## src/source/rvc_cfg.svh

```systemverilog
`ifndef RVC_CFG_SVH
`define RVC_CFG_SVH

// instruction widths
`define RVC_INSTR_W 32
`define RVC_CINSTR_W 16

// register file index width
`define RVC_REG_W 5

// implied registers of the compressed forms
`define RVC_SP_REG 2
`define RVC_RA_REG 1

`endif

```

## src/source/rvc_isa_pkg.sv

```systemverilog
`include "rvc_cfg.svh"

package rvc_isa_pkg;

	typedef logic [`RVC_INSTR_W-1:0] instr_t;
	typedef logic [`RVC_CINSTR_W-1:0] cinstr_t;
	typedef logic [`RVC_REG_W-1:0] reg_idx_t;

	typedef logic [2:0] funct3_t;
	typedef logic [6:0] funct7_t;

	// I, S and B immediates
	typedef logic [11:0] imm12_t;
	// U and J immediates
	typedef logic [19:0] imm20_t;

	// major opcodes, bits 6:2 of the base word
	typedef enum logic [4:0] {
		opc_load = 5'b00000,
		opc_op_imm = 5'b00100,
		opc_op_imm_32 = 5'b00110,
		opc_store = 5'b01000,
		opc_op = 5'b01100,
		opc_lui = 5'b01101,
		opc_op_32 = 5'b01110,
		opc_branch = 5'b11000,
		opc_jalr = 5'b11001,
		opc_jal = 5'b11011,
		opc_system = 5'b11100
	} rvc_opcode_e;

endpackage

```

## src/source/rvc_expand_pkg.sv

```systemverilog
package rvc_expand_pkg;

	typedef enum logic [2:0] {
		fmt_r,
		fmt_i,
		fmt_s,
		fmt_b,
		fmt_u,
		fmt_j
	} rvc_format_e;

	// decoded operands of one compressed instruction
	// imm holds offset[12:1] for B and offset[20:1] for J
	typedef struct packed {
		logic illegal;
		rvc_format_e format;
		rvc_isa_pkg::rvc_opcode_e opcode;
		rvc_isa_pkg::reg_idx_t rd;
		rvc_isa_pkg::funct3_t funct3;
		rvc_isa_pkg::reg_idx_t rs1;
		rvc_isa_pkg::reg_idx_t rs2;
		rvc_isa_pkg::funct7_t funct7;
		rvc_isa_pkg::imm20_t imm;
	} rvc_fields_t;

	typedef struct packed {
		rvc_isa_pkg::instr_t instr;
		logic compressed;
		logic illegal;
	} rvc_result_t;

endpackage

```

## src/source/rvc_quadrant0.sv

```systemverilog
`timescale 1ns/1ns
`include "rvc_cfg.svh"

module rvc_quadrant0 #(
	parameter bit rv64_p = 1'b1
) (
	input rvc_isa_pkg::cinstr_t half_i,
	output rvc_expand_pkg::rvc_fields_t fields_o
);
	import rvc_isa_pkg::*;
	import rvc_expand_pkg::*;

	reg_idx_t reg_lo;
	reg_idx_t reg_hi;
	imm12_t word_off;
	imm12_t dword_off;

	// x8..x15
	assign reg_lo = {2'b01, half_i[4:2]};
	assign reg_hi = {2'b01, half_i[9:7]};
	assign word_off = 12'({half_i[5], half_i[12:10], half_i[6], 2'b00});
	assign dword_off = 12'({half_i[6:5], half_i[12:10], 3'b000});

	always_comb begin
		fields_o = '0;
		fields_o.rs1 = reg_hi;
		case (half_i[15:13])
			3'b000: begin
				// addi4spn
				fields_o.illegal = (half_i == '0);
				fields_o.format = fmt_i;
				fields_o.opcode = opc_op_imm;
				fields_o.rd = reg_lo;
				fields_o.rs1 = reg_idx_t'(`RVC_SP_REG);
				fields_o.imm[11:0] = 12'({half_i[10:7], half_i[12:11], half_i[5], half_i[6], 2'b00});
			end
			3'b010, 3'b011: begin
				// lw, ld
				fields_o.illegal = half_i[13] && !rv64_p;
				fields_o.format = fmt_i;
				fields_o.opcode = opc_load;
				fields_o.rd = reg_lo;
				fields_o.funct3 = {2'b01, half_i[13]};
				fields_o.imm[11:0] = half_i[13] ? dword_off : word_off;
			end
			3'b110, 3'b111: begin
				// sw, sd
				fields_o.illegal = half_i[13] && !rv64_p;
				fields_o.format = fmt_s;
				fields_o.opcode = opc_store;
				fields_o.rs2 = reg_lo;
				fields_o.funct3 = {2'b01, half_i[13]};
				fields_o.imm[11:0] = half_i[13] ? dword_off : word_off;
			end
			default: fields_o.illegal = 1'b1;
		endcase
	end

endmodule

```

## src/source/rvc_quadrant1.sv

```systemverilog
`timescale 1ns/1ns
`include "rvc_cfg.svh"

module rvc_quadrant1 #(
	parameter bit rv64_p = 1'b1
) (
	input rvc_isa_pkg::cinstr_t half_i,
	output rvc_expand_pkg::rvc_fields_t fields_o
);
	import rvc_isa_pkg::*;
	import rvc_expand_pkg::*;

	reg_idx_t rd_full;
	reg_idx_t rd_prime;
	reg_idx_t rs2_prime;
	imm12_t imm6_sx;
	imm20_t jump_off;
	imm12_t branch_off;

	assign rd_full = half_i[11:7];
	assign rd_prime = {2'b01, half_i[9:7]};
	assign rs2_prime = {2'b01, half_i[4:2]};
	assign imm6_sx = 12'(signed'({half_i[12], half_i[6:2]}));

	// offset[11:1] and offset[8:1], bits scattered in the halfword
	assign jump_off = 20'(signed'({half_i[12], half_i[8], half_i[10:9], half_i[6],
		half_i[7], half_i[2], half_i[11], half_i[5:3]}));
	assign branch_off = 12'(signed'({half_i[12], half_i[6:5], half_i[2],
		half_i[11:10], half_i[4:3]}));

	always_comb begin
		fields_o = '0;
		case (half_i[15:13])
			3'b000, 3'b010: begin
				// addi, li
				fields_o.format = fmt_i;
				fields_o.opcode = opc_op_imm;
				fields_o.rd = rd_full;
				fields_o.rs1 = half_i[14] ? '0 : rd_full;
				fields_o.imm[11:0] = imm6_sx;
			end
			3'b001: begin
				if (rv64_p) begin
					// addiw
					fields_o.format = fmt_i;
					fields_o.opcode = opc_op_imm_32;
					fields_o.rd = rd_full;
					fields_o.rs1 = rd_full;
					fields_o.imm[11:0] = imm6_sx;
				end else begin
					// jal
					fields_o.format = fmt_j;
					fields_o.opcode = opc_jal;
					fields_o.rd = reg_idx_t'(`RVC_RA_REG);
					fields_o.imm = jump_off;
				end
			end
			3'b011: begin
				if (rd_full == reg_idx_t'(`RVC_SP_REG)) begin
					// addi16sp
					fields_o.format = fmt_i;
					fields_o.opcode = opc_op_imm;
					fields_o.rd = rd_full;
					fields_o.rs1 = rd_full;
					fields_o.imm[11:0] = 12'(signed'({half_i[12], half_i[4:3], half_i[5],
						half_i[2], half_i[6], 4'b0000}));
				end else begin
					// lui
					fields_o.format = fmt_u;
					fields_o.opcode = opc_lui;
					fields_o.rd = rd_full;
					fields_o.imm = 20'(signed'({half_i[12], half_i[6:2]}));
				end
			end
			3'b100: begin
				fields_o.rd = rd_prime;
				fields_o.rs1 = rd_prime;
				case (half_i[11:10])
					2'b00, 2'b01: begin
						// srli, srai
						fields_o.format = fmt_i;
						fields_o.opcode = opc_op_imm;
						fields_o.funct3 = 3'b101;
						fields_o.imm[11:0] = {1'b0, half_i[10], 4'b0000, half_i[12], half_i[6:2]};
					end
					2'b10: begin
						// andi
						fields_o.format = fmt_i;
						fields_o.opcode = opc_op_imm;
						fields_o.funct3 = 3'b111;
						fields_o.imm[11:0] = imm6_sx;
					end
					default: begin
						fields_o.format = fmt_r;
						fields_o.rs2 = rs2_prime;
						if (!half_i[12]) begin
							// sub, xor, or, and
							fields_o.opcode = opc_op;
							fields_o.funct3 = {|half_i[6:5], half_i[6], &half_i[6:5]};
							fields_o.funct7 = {1'b0, ~|half_i[6:5], 5'b00000};
						end else if (rv64_p && !half_i[6]) begin
							// subw, addw
							fields_o.opcode = opc_op_32;
							fields_o.funct7 = {1'b0, ~half_i[5], 5'b00000};
						end else begin
							fields_o.illegal = 1'b1;
						end
					end
				endcase
			end
			3'b101: begin
				// j
				fields_o.format = fmt_j;
				fields_o.opcode = opc_jal;
				fields_o.imm = jump_off;
			end
			default: begin
				// beqz, bnez
				fields_o.format = fmt_b;
				fields_o.opcode = opc_branch;
				fields_o.funct3 = {2'b00, half_i[13]};
				fields_o.rs1 = rd_prime;
				fields_o.imm[11:0] = branch_off;
			end
		endcase
	end

endmodule

```

## src/source/rvc_quadrant2.sv

```systemverilog
`timescale 1ns/1ns
`include "rvc_cfg.svh"

module rvc_quadrant2 #(
	parameter bit rv64_p = 1'b1
) (
	input rvc_isa_pkg::cinstr_t half_i,
	output rvc_expand_pkg::rvc_fields_t fields_o
);
	import rvc_isa_pkg::*;
	import rvc_expand_pkg::*;

	reg_idx_t rd_full;
	reg_idx_t rs2_full;

	assign rd_full = half_i[11:7];
	assign rs2_full = half_i[6:2];

	always_comb begin
		fields_o = '0;
		case (half_i[15:13])
			3'b000: begin
				// slli
				fields_o.format = fmt_i;
				fields_o.opcode = opc_op_imm;
				fields_o.funct3 = 3'b001;
				fields_o.rd = rd_full;
				fields_o.rs1 = rd_full;
				fields_o.imm[11:0] = {6'b000000, half_i[12], half_i[6:2]};
			end
			3'b010, 3'b011: begin
				// lwsp, ldsp
				fields_o.illegal = half_i[13] && !rv64_p;
				fields_o.format = fmt_i;
				fields_o.opcode = opc_load;
				fields_o.funct3 = {2'b01, half_i[13]};
				fields_o.rd = rd_full;
				fields_o.rs1 = reg_idx_t'(`RVC_SP_REG);
				fields_o.imm[11:0] = half_i[13]
					? 12'({half_i[4:2], half_i[12], half_i[6:5], 3'b000})
					: 12'({half_i[3:2], half_i[12], half_i[6:4], 2'b00});
			end
			3'b100: begin
				if (rd_full == '0) begin
					// only ebreak lives at rs1 zero
					fields_o.illegal = !(half_i[12] && rs2_full == '0);
					fields_o.format = fmt_r;
					fields_o.opcode = opc_system;
					fields_o.rs2 = 5'd1;
				end else if (rs2_full == '0) begin
					// jr, jalr
					fields_o.format = fmt_i;
					fields_o.opcode = opc_jalr;
					fields_o.rd = half_i[12] ? reg_idx_t'(`RVC_RA_REG) : '0;
					fields_o.rs1 = rd_full;
				end else begin
					// mv, add
					fields_o.format = fmt_r;
					fields_o.opcode = opc_op;
					fields_o.rd = rd_full;
					fields_o.rs1 = half_i[12] ? rd_full : '0;
					fields_o.rs2 = rs2_full;
				end
			end
			3'b110, 3'b111: begin
				// swsp, sdsp
				fields_o.illegal = half_i[13] && !rv64_p;
				fields_o.format = fmt_s;
				fields_o.opcode = opc_store;
				fields_o.funct3 = {2'b01, half_i[13]};
				fields_o.rs1 = reg_idx_t'(`RVC_SP_REG);
				fields_o.rs2 = rs2_full;
				fields_o.imm[11:0] = half_i[13]
					? 12'({half_i[9:7], half_i[12:10], 3'b000})
					: 12'({half_i[8:7], half_i[12:9], 2'b00});
			end
			default: fields_o.illegal = 1'b1;
		endcase
	end

endmodule

```

## src/source/rvc_format_pack.sv

```systemverilog
`timescale 1ns/1ns

module rvc_format_pack (
	input rvc_isa_pkg::instr_t word_i,
	input rvc_expand_pkg::rvc_fields_t q0_i,
	input rvc_expand_pkg::rvc_fields_t q1_i,
	input rvc_expand_pkg::rvc_fields_t q2_i,
	output rvc_expand_pkg::rvc_result_t result_o
);
	import rvc_isa_pkg::*;
	import rvc_expand_pkg::*;

	rvc_fields_t sel;
	instr_t pack_word;

	// pattern 11 falls through to q2 and is ignored below
	always_comb begin
		case (word_i[1:0])
			2'b00: sel = q0_i;
			2'b01: sel = q1_i;
			default: sel = q2_i;
		endcase
	end

	always_comb begin
		case (sel.format)
			fmt_r: pack_word = {sel.funct7, sel.rs2, sel.rs1, sel.funct3, sel.rd,
				sel.opcode, 2'b11};
			fmt_i: pack_word = {sel.imm[11:0], sel.rs1, sel.funct3, sel.rd,
				sel.opcode, 2'b11};
			fmt_s: pack_word = {sel.imm[11:5], sel.rs2, sel.rs1, sel.funct3,
				sel.imm[4:0], sel.opcode, 2'b11};
			fmt_b: pack_word = {sel.imm[11], sel.imm[9:4], sel.rs2, sel.rs1, sel.funct3,
				sel.imm[3:0], sel.imm[10], sel.opcode, 2'b11};
			fmt_u: pack_word = {sel.imm, sel.rd, sel.opcode, 2'b11};
			// J layout
			default: pack_word = {sel.imm[19], sel.imm[9:0], sel.imm[10], sel.imm[18:11],
				sel.rd, sel.opcode, 2'b11};
		endcase
	end

	always_comb begin
		if (word_i[1:0] == 2'b11) begin
			result_o.instr = word_i;
			result_o.compressed = 1'b0;
			result_o.illegal = 1'b0;
		end else begin
			result_o.instr = pack_word;
			result_o.compressed = 1'b1;
			result_o.illegal = sel.illegal;
		end
	end

	// an all-zero halfword never expands
	assert final (word_i[15:0] != '0 || result_o.illegal);

endmodule

```

## src/source/rvc_expander.sv

```systemverilog
`timescale 1ns/1ns
`include "rvc_cfg.svh"

module rvc_expander #(
	parameter bit rv64_p = 1'b1
) (
	input logic clk_i,
	input logic reset_i,

	input logic in_valid_i,
	output logic in_ready_o,
	input rvc_isa_pkg::instr_t in_word_i,

	output logic out_valid_o,
	input logic out_ready_i,
	output rvc_expand_pkg::rvc_result_t out_result_o
);
	import rvc_isa_pkg::*;
	import rvc_expand_pkg::*;

	cinstr_t half;
	rvc_fields_t q0_fields;
	rvc_fields_t q1_fields;
	rvc_fields_t q2_fields;
	rvc_result_t next_result;

	assign half = in_word_i[`RVC_CINSTR_W-1:0];

	rvc_quadrant0 #(.rv64_p(rv64_p)) u_quadrant0 (
		.half_i(half),
		.fields_o(q0_fields)
	);

	rvc_quadrant1 #(.rv64_p(rv64_p)) u_quadrant1 (
		.half_i(half),
		.fields_o(q1_fields)
	);

	rvc_quadrant2 #(.rv64_p(rv64_p)) u_quadrant2 (
		.half_i(half),
		.fields_o(q2_fields)
	);

	rvc_format_pack u_format_pack (
		.word_i(in_word_i),
		.q0_i(q0_fields),
		.q1_i(q1_fields),
		.q2_i(q2_fields),
		.result_o(next_result)
	);

	// stage can refill in the cycle it drains
	assign in_ready_o = !out_valid_o || out_ready_i;

	always_ff @(posedge clk_i) begin
		if (reset_i) begin
			out_valid_o <= 1'b0;
		end else if (in_ready_o) begin
			out_valid_o <= in_valid_i;
		end
	end

	always_ff @(posedge clk_i) begin
		if (in_valid_i && in_ready_o) begin
			out_result_o <= next_result;
		end
	end

	// held result under back-pressure
	assert property (@(posedge clk_i) disable iff (reset_i)
		out_valid_o && !out_ready_i |=> out_valid_o && $stable(out_result_o));

endmodule

```

## config.mk

```make
export PLATFORM = sky130hd
export DESIGN_NAME = rvc_expander
export DESIGN_NICKNAME = d
export VERILOG_FILES = /design/src/source/rvc_isa_pkg.sv /design/src/source/rvc_expand_pkg.sv /design/src/source/rvc_quadrant0.sv /design/src/source/rvc_quadrant1.sv /design/src/source/rvc_quadrant2.sv /design/src/source/rvc_format_pack.sv /design/src/source/rvc_expander.sv
export VERILOG_INCLUDE_DIRS = /design/src /design/src/source
export SDC_FILE = /design/constraint.sdc
export NUM_CORES = 1
export LEC_CHECK = 0
export BUFFER_PORTS_ARGS = -buffer_cell sky130_fd_sc_hd__buf_2
export CORE_AREA = 2 2 110 112
export DETAILED_ROUTE_END_ITERATION = 16
export DIE_AREA = 0 0 112 114
export SLEW_MARGIN = 30
export SYNTH_ARGS = -nofsm -noshare
export SYNTH_HDL_FRONTEND = slang
export SYNTH_HIERARCHICAL = 1
export SYNTH_SLANG_ARGS = --single-unit
```

## constraint.sdc

```tcl
create_clock -name clk_i -period 3.5 [get_ports clk_i]
set_input_delay 0.175 -clock clk_i [delete_from_list [all_inputs] [get_ports clk_i]]
set_output_delay 0.175 -clock clk_i [all_outputs]
set_load 0.05 [all_outputs]
```

==> After elaboration in Yosys (flattened, before gate mapping) <==
Cells that the tools add are included.
{ "word_totals": {"wordCells": 101, "regBits": 35, "input_bits": 36, "output_inout_bits": 36} }
{ "op_classes": {"muxes": 55, "n_reduce_logical": 25, "n_eq_ne": 16, "n_bitwise": 1} }
{ "ops": {"columns": ["op", "n"], "rows": [
  ["one-hot mux 32 bit (5 select lines)", 1],
  ["one-hot mux 54 bit (2 select lines)", 1],
  ["one-hot mux 12 bit (4 select lines)", 1],
  ["2-to-1 mux 5 bit", 8],
  ["one-hot mux 8 bit (5 select lines)", 1],
  ["2-to-1 mux 34 bit", 1],
  ["one-hot mux 8 bit (4 select lines)", 1],
  ["one-hot mux 5 bit (3 select lines)", 2],
  ["2-to-1 mux 9 bit", 3],
  ["one-hot mux 9 bit (3 select lines)", 1],
  ["2-to-1 mux 8 bit", 3],
  ["one-hot mux 12 bit (2 select lines)", 1],
  ["2-to-1 mux 11 bit", 2],
  ["one-hot mux 7 bit (3 select lines)", 1],
  ["2-to-1 mux 4 bit", 5],
  ["one-hot mux 10 bit (2 select lines)", 1],
  ["one-hot mux 5 bit (2 select lines)", 2],
  ["one-hot mux 5 bit (4 select lines)", 1],
  ["2-to-1 mux 6 bit", 3],
  ["logical NOT 16 bit", 1],
  ["one-hot mux 8 bit (2 select lines)", 1],
  ["== test 3 bit (second input constant)", 5],
  ["2-to-1 mux 13 bit", 1],
  ["== test 3 x 2 -> 1 bit (second input constant)", 4],
  ["23 further kinds", 46]
]} }

==> Longest topological paths before layout <==
{ "depth": {"depth_word": 9, "mapped_depth": 13, "depth_no_buf": 9} }

==> By module <==
The synthesis kept the hierarchy.
{ "modules_own_cells": {"columns": ["mod", "area_each_um2", "cells_each", "n_inst", "seq_area_each_um2"], "rows": [
  ["rvc_format_pack", 2262.2, 321, 1, 0.0],
  ["rvc_expander", 1076.0, 39, 1, 1041.0],
  ["rvc_quadrant1", 730.7, 116, 1, 0.0],
  ["rvc_quadrant2", 586.8, 95, 1, 0.0],
  ["rvc_quadrant0", 470.5, 64, 1, 0.0]
]} }

==> Least setup slack after synthesis <==
OpenSTA, ideal clock, no wires.
{ "synth_timing": {"kind": "input to register", "startpoint": "input port in_word_i[10]", "endpoint": "register out_result_o[17] (netlist name) (data pin)", "cell_stages": 13, "t_required_ps": 3244, "setup_slack_ps": 881, "setup_time_ps": 256, "t_arrival_ps": 2363, "cell_sequence": "buf_6 nand2b_4 nor4_4 o21ai_0 and2_1 buf_4 mux2_4 o21a_1 buf_2 buf_2 a21oi_1 o32ai_1 a22o_1"} }
{ "synth_rtl": {"columns": ["item", "line", "rtl"], "rows": [
  ["from (decl)", "rvc_expander.sv:12", "input rvc_isa_pkg::instr_t in_word_i,"],
  ["to (signal assigned)", "rvc_expander.sv:65", "out_result_o <= next_result;"],
  ["to (decl)", "rvc_expander.sv:16", "output rvc_expand_pkg::rvc_result_t out_result_o"]
]} }

==> metrics <==
H-tree Lvls=2; clk sinks=35; iteration-0 DRC count of the detailed router=580; antenna violations before repair=0; Peak VDD IR=0.2960 mV; routability cong.=0.9587; fin. max-slew vios=0; Area Growth Syn to Fin=5.516%; global route overflow=0; Die ar.=12770 sq um; CP startpoint kind=primary input; FF-to-FF Start=out_valid_o; WP data arrival=2.97 ns; DRT Pass-1 Iters=5; Routed WL=15940 microns; flops & latches, synth=35; ys flop type=edfxtp_1; worst r2r path cells=2; # setup viols final=0; Clock transition at path regs=0.05 ns; R2R setup slack=2.28 ns; RR Endpoint=out_result_o[6]; largest net degree at the start of global routing=35; relative slew slack=42.54%; sequential share of the synthesized area=20.31%; Post-DP HPWL=11420 microns; PD cells=332.8 nW/um^2; CTS tree=yes; Port-buffer cells=71; Via-to-Cell Ratio=5.883; Total Power=1800 uW; number of synthesized flops with an enable pin=34; Syn. warnings=6; Clock Skew=0.004150 ns; Area contributors post-synth=edfxtp_1 (20%), buf_4 (11%), mux2i_1 (11%); clock period minus worst slack=2.955 ns; LEAKAGE=0.002357 uW; post-synthesis async set-or-reset flop share=0%; critical path class=in2reg; die height=114 microns; routed via count=4842; Synth area leader=edfxtp_1; Post-CTS Setup Repair Bufs=0; gr usage total=24.65%; Slew @ Worst Pin=0.8619 ns; number of buffers created by CTS=5; max_cap viols=0; Gate Count Post-Synth=635; ant diodes=0; num rows=40; Hold Violations, Final=0; Routed WL per cell=19.37 microns; DRC Markers=0; worst setup path endpoint=out_result_o[23]; Die W=112 microns; post-synth top area share=19.92%; RSZ-0062 raised after global routing=no; Clock Tree Root=clkbuf_16; CORE AREA=11710 sq um; status=finished, final reports clean; PostCTS Resize Cnt=0; I/O Pins=72; Final Instance Count excl. Fillers=823; CP Capture Type=flip-flop; fin crit share=84.42%; Antenna Nets Post-Route=0; synthesized area=5126 sq um; starting density of the core=43.77%; worst path required time=3.52 ns; Hold Path Class=in2reg; share of cells above drive strength 1=24.70%; setup tns final=0 ns; Clk Latency, worst-skew pair=0.28 ns; Final #Nets=711; Synth Area per Inst=8.073 sq um; Worst Path Max Fanout=20; placed cells=815; final core utilization=46.19%; CTS Hold Buffers Added=0; synth unique cells=77; first-pass GRT wire length=25030 microns; critical path startpoint=in_word_i[14]; f_max=0.3385 GHz; vias in the first global route=4518; CTS Buffer Depth=2
==> logic make-up (layout without fill, tap and decap cells) <==
| family | count (synthesis) | count (layout) | synth area share (%) |
|---|---|---|---|
| mux | 86 | 86 | 18.82 |
| compound gates | 172 | 172 | 23.09 |
| simple gates | 208 | 208 | 20.89 |
| other cells | 4 | 57 | 0.2928 |
| flops | 35 | 35 | 20.31 |
| buf+inv | 129 | 117 | 16.40 |
| fa+ha+maj | 1 | 1 | 0.1953 |
==> cell type report <==
class / count / area [sq um]
tap: 147 / 183.9
clock inverter: 3 / 38.79
clock buffer: 5 / 125.1
multi-input combinational: 524 / 3443
sequential: 35 / 1041
inverter: 17 / 63.81
timing repair buffer: 92 / 513.0
fill: 1227 / 6302
==> Yosys cell counts (all sizes together) (7+ instances only) <==
cell    count
edfxtp     34
and3       11
nor2b      11
a211oi     10
nor3       12
a31oi      11
inv        16
a21oi      28
buf        97
nand2      65
a22o       17
nand3      11
and2       20
a21boi      7
mux2       27
o21ai      53
clkbuf     15
mux2i      54
nor2       53
==> report_power, final <==
part           internal [uW]  switching, uW  leakage (uW)
logic                    248            519       0.00193
clock network            332            177     0.0000812
registers                516           8.90      0.000341
==> per-layer routing <==
layer / global-route usage [%] / up-vias / part of all wire (%)
met3: 3.294 / 33 / 7.8
met2: 38.75 / 233 / 45
met5: 0 / - / 0
li1: - / 2258 / -
met4: 8.862 / 0 / 2.7
met1: 34.85 / 2318 / 44
==> state kept, by name (all words and copies together), names as in the netlist <==
signal,count
out_valid_o,1
out_result_o,34
==> how the worst min path moves through the flow <==
stage                        to  slack (ns)  cells after the start     from
finish              out_valid_o        0.05                      2  reset_i
global route        out_valid_o        0.05                      2  reset_i
CTS                 out_valid_o        0.05                      2  reset_i
detailed placement  out_valid_o        0.34                      2  reset_i
global placement    out_valid_o        0.33                      2  reset_i
floorplan           out_valid_o        0.24                      1  reset_i
==> worst max-delay path, cell delays in order <==
cell and delay (ns):
buf_2 0.32, buf_4 0.30, nand2_1 0.07, o21ai_0 0.31
and2_1 0.20, mux2_4 0.18, o21a_1 0.69, buf_4 0.30
nand2_1 0.08, o221ai_1 0.21, o21ai_0 0.12
==> placed cells by master (no fill, tap or decap), types with 6 or more instances in the layout <==
cell / n
buf_2: 71
nand2_1: 64
conb_1: 57
mux2i_1: 54
nor2_1: 52
o21ai_0: 48
edfxtp_1: 34
a21oi_1: 27
mux2_2: 24
buf_4: 21
a22o_1: 16
inv_1: 15
and2_1: 14
a31oi_1: 11
nand3_1: 11
nor2b_1: 11
a211oi_1: 10
nor3_1: 10
and3_1: 7
a21boi_0: 6
or3_1: 6
==> stage by stage <==
step	hold WS, ns	instance area, sq um	setup slack, ns
after floorplan	0.2374	5325	0.8807
after global placement	0.3336	5245	0.3365
after detailed placement	0.3402	5245	0.2970
after CTS	0.04619	5409	0.5625
after global routing	0.04614	5409	0.3251
final	0.05090	5409	0.5454
Power figures use the tool's default switching activity.
